===== src/asym_fifo_pkg.sv =====
package asym_fifo_pkg;

   // narrow write side, wide read side
   localparam int DEF_W_DATA_W = 8;
   localparam int DEF_R_DATA_W = 32;

   // address bits on the narrow side, 1024 entries
   localparam int DEF_ADDR_W = 10;

   function automatic int max_w(input int a, input int b);
      return (a > b) ? a : b;
   endfunction

   function automatic int min_w(input int a, input int b);
      return (a < b) ? a : b;
   endfunction

   // log2 of wide over narrow, 0 for equal widths
   // rounds up for a ratio that is not a power of two
   function automatic int ratio_log2(input int a, input int b);
      int ratio;
      ratio = max_w(a, b) / min_w(a, b);
      return $clog2(ratio);
   endfunction

endpackage


===== src/asym_fifo_ctrl.sv =====
module asym_fifo_ctrl #(
   parameter int W_DATA_W = asym_fifo_pkg::DEF_W_DATA_W,
   parameter int R_DATA_W = asym_fifo_pkg::DEF_R_DATA_W,
   parameter int ADDR_W   = asym_fifo_pkg::DEF_ADDR_W,
   localparam int W_ADDR_W = ADDR_W - ((W_DATA_W > R_DATA_W) ?
      asym_fifo_pkg::ratio_log2(W_DATA_W, R_DATA_W) : 0),
   localparam int R_ADDR_W = ADDR_W - ((R_DATA_W > W_DATA_W) ?
      asym_fifo_pkg::ratio_log2(W_DATA_W, R_DATA_W) : 0)
) (
   input  logic                r_clk_i,
   input  logic                reset_i,
   input  logic                w_en_i,
   input  logic                r_en_i,
   output logic                ram_wr_en_o,
   output logic [W_ADDR_W-1:0] ram_wr_addr_o,
   output logic                ram_rd_en_o,
   output logic [R_ADDR_W-1:0] ram_rd_addr_o,
   output logic                w_full_o,
   output logic                r_empty_o,
   output logic [ADDR_W:0]     level_o,
   output logic                r_valid_o
);

   import asym_fifo_pkg::*;

   // the fill level counts narrow units
   localparam int UNIT_W = min_w(W_DATA_W, R_DATA_W);
   localparam int LVL_W  = ADDR_W + 1;

   localparam logic [LVL_W-1:0] DEPTH  = {1'b1, {ADDR_W{1'b0}}};
   localparam logic [LVL_W-1:0] W_STEP = LVL_W'(W_DATA_W / UNIT_W);
   localparam logic [LVL_W-1:0] R_STEP = LVL_W'(R_DATA_W / UNIT_W);

   logic [W_ADDR_W-1:0] w_ptr_q;
   logic [R_ADDR_W-1:0] r_ptr_q;
   logic [LVL_W-1:0]    level_q;
   logic [LVL_W-1:0]    level_next;
   logic                full_q;
   logic                empty_q;
   logic                valid_q;
   logic                wr_ok;
   logic                rd_ok;

   // strobes only count when the registered flags allow them
   assign wr_ok = w_en_i && !full_q;
   assign rd_ok = r_en_i && !empty_q;

   always_comb begin
      level_next = level_q;
      if (wr_ok) begin
         level_next = level_next + W_STEP;
      end
      if (rd_ok) begin
         level_next = level_next - R_STEP;
      end
   end

   always_ff @(posedge r_clk_i) begin
      if (reset_i) begin
         w_ptr_q <= '0;
         r_ptr_q <= '0;
         level_q <= '0;
         full_q  <= 1'b0;
         empty_q <= 1'b1;
         valid_q <= 1'b0;
      end else begin
         // pointers step one word of their own width and wrap
         if (wr_ok) begin
            w_ptr_q <= w_ptr_q + 1'b1;
         end
         if (rd_ok) begin
            r_ptr_q <= r_ptr_q + 1'b1;
         end
         level_q <= level_next;
         // flags follow the level after this edge
         full_q  <= (DEPTH - level_next) < W_STEP;
         empty_q <= level_next < R_STEP;
         // read data leaves the RAM register one cycle later
         valid_q <= rd_ok;
      end
   end

   assign ram_wr_en_o   = wr_ok;
   assign ram_wr_addr_o = w_ptr_q;
   assign ram_rd_en_o   = rd_ok;
   assign ram_rd_addr_o = r_ptr_q;

   assign w_full_o  = full_q;
   assign r_empty_o = empty_q;
   assign level_o   = level_q;
   assign r_valid_o = valid_q;

   a_level_in_range: assert property (
      @(posedge r_clk_i) disable iff (reset_i) level_q <= DEPTH
   ) else begin
      $error("asym_fifo_ctrl: level %0d exceeds depth %0d", level_q, DEPTH);
   end

   // a RAM write needs room for a whole write word
   a_no_write_when_full: assert property (
      @(posedge r_clk_i) disable iff (reset_i)
      ram_wr_en_o |-> (DEPTH - level_q) >= W_STEP
   ) else begin
      $error("asym_fifo_ctrl: RAM write issued with no room left at level %0d", level_q);
   end

endmodule


===== config.mk =====
export PLATFORM = sky130hd
export DESIGN_NAME = asym_fifo_ctrl
export DESIGN_NICKNAME = d
export VERILOG_FILES = /design/src/asym_fifo_pkg.sv /design/src/asym_fifo_ctrl.sv
export SDC_FILE = /design/constraint.sdc
export NUM_CORES = 1
export LEC_CHECK = 0
export BUFFER_PORTS_ARGS = -buffer_cell sky130_fd_sc_hd__buf_2
export CAP_MARGIN = 20
export CORE_MARGIN = 4
export CORE_UTILIZATION = 55
export CTS_CLUSTER_SIZE = 24
export DETAILED_ROUTE_END_ITERATION = 8
export PLACE_DENSITY = 0.8
export SLEW_MARGIN = 25
export SYNTH_ARGS = -nofsm -noshare
export SYNTH_HDL_FRONTEND = slang
export SYNTH_SLANG_ARGS = --single-unit

===== constraint.sdc =====
create_clock -name r_clk_i -period 8.8 [get_ports r_clk_i]
set_input_delay 1.76 -clock r_clk_i [delete_from_list [all_inputs] [get_ports r_clk_i]]
set_output_delay 1.76 -clock r_clk_i [all_outputs]
set_load 0.03 [all_outputs]

==> impl_metrics.py <==
metrics = {
    "run_status": {
        "outcome": "finished clean",
    },
    "placed_design": {
        "dp.cells": 284,
        "dpl_cell_area_um2": 2020,
        "place_ws_ps": 4180,
        "port_buffers": 37,
        "dp_hpwl_um": 2940,
        "gp_congestion": 0.856,
    },
    "layout": {
        "fin_util": 0.668,
        "area_delta_synth_final_pct": 13.7,
        "final_cells": 291,
        "fin_nets": 256,
        "design_area_um2": 2090,
        "layout-drive-gt1-share": 0.223,
        "antenna_cells": 0,
    },
    "floorplan": {
        "coreArea_um2": 3130,
        "die_w_um": 65.8,
        "dieArea_um2": 4330,
        "row_count": 20,
        "ios": 38,
        "start_util": 0.588,
        "die_h_um": 65.8,
    },
    "clock_network": {
        "insertion_delay_ps": 330,
        "postCtsHoldBufs": 0,
        "cts.sinks": 32,
        "htree_levels": 2,
        "clkSlewWorstSetupHoldPaths_ps": 90,
        "cts_resized": 0,
        "clockBufferDepth": 2,
        "cts_tree": "done",
        "cts_buffers": 5,
        "clockRootBuffer": "clkbuf_4",
        "post_cts_buffers": 0,
    },
    "grt": {
        "grt_pass1_vias": 1563,
        "grt_pass1_wl_um": 6880,
        "track_usage": 0.201,
        "grt_start_max_net_pins": 33,
        "overflow": 0,
        "grt_antenna_before_repair": 0,
    },
    "timing": {
        "holdWs_ps": 503,
        "fmax_mhz": 215,
        "fin_setup_tns_ps": 0,
        "finalHoldViolations": 0,
        "setup_slack_ps": 4160,
        "maxSlewViolCount": 0,
        "fin_crit_sh": 0.527,
        "rsz0062_at_grt": "false",
        "final-setup-viol-count": 0,
        "worst_clock_skew_ps": 3.87,
        "slew_headroom": 0.476,
        "fin_crit_ps": 4640,
        "worstMarginPinSlew_ps": 785,
    },
    "worst_hold_path": {
        "min_from": "ram_rd_addr_o[7]",
        "hold_class": "register to register",
    },
    "setup_path": {
        "path_max_fanout": 10,
        "crit_start": "w_en_i",
        "worst_ep_arrival_time_ps": 2880,
        "start_kind": "primary input",
        "path_class": "primary input to output port",
        "rr_startpoint": "level_o[0]",
        "endpoint_kind": "output port",
        "crit_required_ps": 7040,
    },
    "pwr": {
        "report.power.total_mw": 0.526,
        "p_clk_frac": 0.175,
        "p_sw_frac": 0.431,
        "p_switching_mw": 0.227,
        "power_density_nw_per_um2": 252,
        "seq_power_share": 0.381,
        "p_leak_nw": 0.866,
        "ir_drop_v": 0.000149,
        "p_int_mw": 0.299,
        "p_comb_frac": 0.444,
    },
    "drt": {
        "drc": 0,
        "firstDrtPassIters": 4,
        "viasPerCell": 5.74,
        "wl_um": 3970,
        "vias": 1671,
        "antenna_left": 0,
        "drt_iter0_drc": 123,
        "routedWlPerCell_um": 13.6,
    },
    "synth": {
        "yosysSeqAreaShare": 0.349,
        "synth_edf_count": 0,
        "ys.flop_type": "dfxtp_1",
        "ys_ff_latch": 32,
        "syn_inst": 213,
        "ys_types": 54,
        "yosys_warnings": 0,
        "synth_nets": 222,
        "synthArstFlopShare": 0,
        "synth_area_um2": 1840,
        "avgSynthCellArea_um2": 8.63,
    },
    "flow_run": {
        "max_cap_viol_count": 0,
    },
}
[state kept, by name (all words and copies together) (netlist names)]
name           flops
ram_wr_addr_o     10
r_empty_o          1
level_o           11
w_full_o           1
r_valid_o          1
ram_rd_addr_o      8
[cells by family after synthesis]
group,share of synthesized area
xor gates and xnor gates,0.127
DFF,0.349
adders and majority gates,0.0340
buffers and inverters,0.0374
muxes,0.0334
and+or+nand+nor,0.283
AOI/OAI and AO/OA,0.137
[final cells by class]
type,instances,area [µm²]
fillers,262,1040
repair buffers,37,185
multi-input cells,167,1130
inverters,4,15.0
well taps,44,55.1
clock buffers,7,65.1
flip-flops and latches,32,641
[synth_stat cells, types with 3 or more instances]
library cell / n / area, µm²
ha_1: 5 / 62.6
nor2_1: 31 / 116
buf_2: 4 / 20.0
nand2_1: 16 / 60.1
nor2b_1: 4 / 25.0
a211oi_1: 3 / 22.5
a21oi_1: 7 / 35.0
dfxtp_1: 32 / 641
nand4_1: 12 / 75.1
mux2i_1: 5 / 50.1
inv_1: 3 / 11.3
clkbuf_1: 4 / 15.0
xnor2_1: 10 / 87.6
or3_1: 6 / 37.5
nor3_1: 4 / 20.0
o21ai_0: 7 / 35.0
xor2_1: 13 / 114
[cell usage in the layout (no fill, tap or decap), types with 2 or more instances in the layout]
cell type / Yosys / final
a21oi_1: 7 / 7
inv_1: 3 / 3
nor2_1: 31 / 31
ha_1: 5 / 5
o21bai_1: 2 / 2
nor3_1: 4 / 4
o21ai_0: 7 / 7
mux2i_1: 5 / 5
xor2_1: 13 / 13
and3_1: 2 / 2
nand4_1: 12 / 12
a211oi_1: 3 / 3
a211o_1: 2 / 2
nand2_1: 16 / 16
nand3b_1: 2 / 2
dfxtp_1: 32 / 32
buf_2: 4 / 37
clkbuf_4: 0 / 5
or3_1: 6 / 6
xnor2_1: 10 / 10
and4_1: 2 / 2
nor4_1: 2 / 2
a2111oi_0: 2 / 2
a31oi_1: 2 / 2
clkbuf_8: 0 / 2
nand2b_1: 2 / 2
nand3_1: 2 / 2
nor2b_1: 4 / 4
[metal layers]
metal,part of all wire,up-vias,GRT usage
met5,0,-,0
met2,0.47,38,0.332
met3,0.045,6,0.0527
li1,-,830,-
met1,0.47,797,0.256
met4,0.014,0,0.0622
[power groups by stage]
stage          sequential [mW]  combinational (mW)  clock (mW)
6_report                 0.200               0.233      0.0918
4_1_cts                  0.200               0.233      0.0942
5_1_grt                  0.206               0.256       0.100
3_3_place_gp             0.202               0.228           0
3_5_place_dp             0.203               0.232           0
2_1_floorplan            0.230               0.154           0
[path summary, 6_finish.rpt]
| check | slack, ps | depth (start not counted) | endpoint |
|---|---|---|---|
| worst min-delay path | 500 | 2 | ram_rd_addr_o[7] |
| worst max register to register | 5430 | 12 | w_full_o |
| worst max-delay path | 4160 | 3 | ram_wr_en_o |
| worst min register to register | 500 | 2 | ram_rd_addr_o[7] |
[worst max-delay path: stages]
cell and delay (ps):
buf_2 140, nor2b_1 650, buf_2 330
No activity file was read; power rests on OpenSTA's default activity.
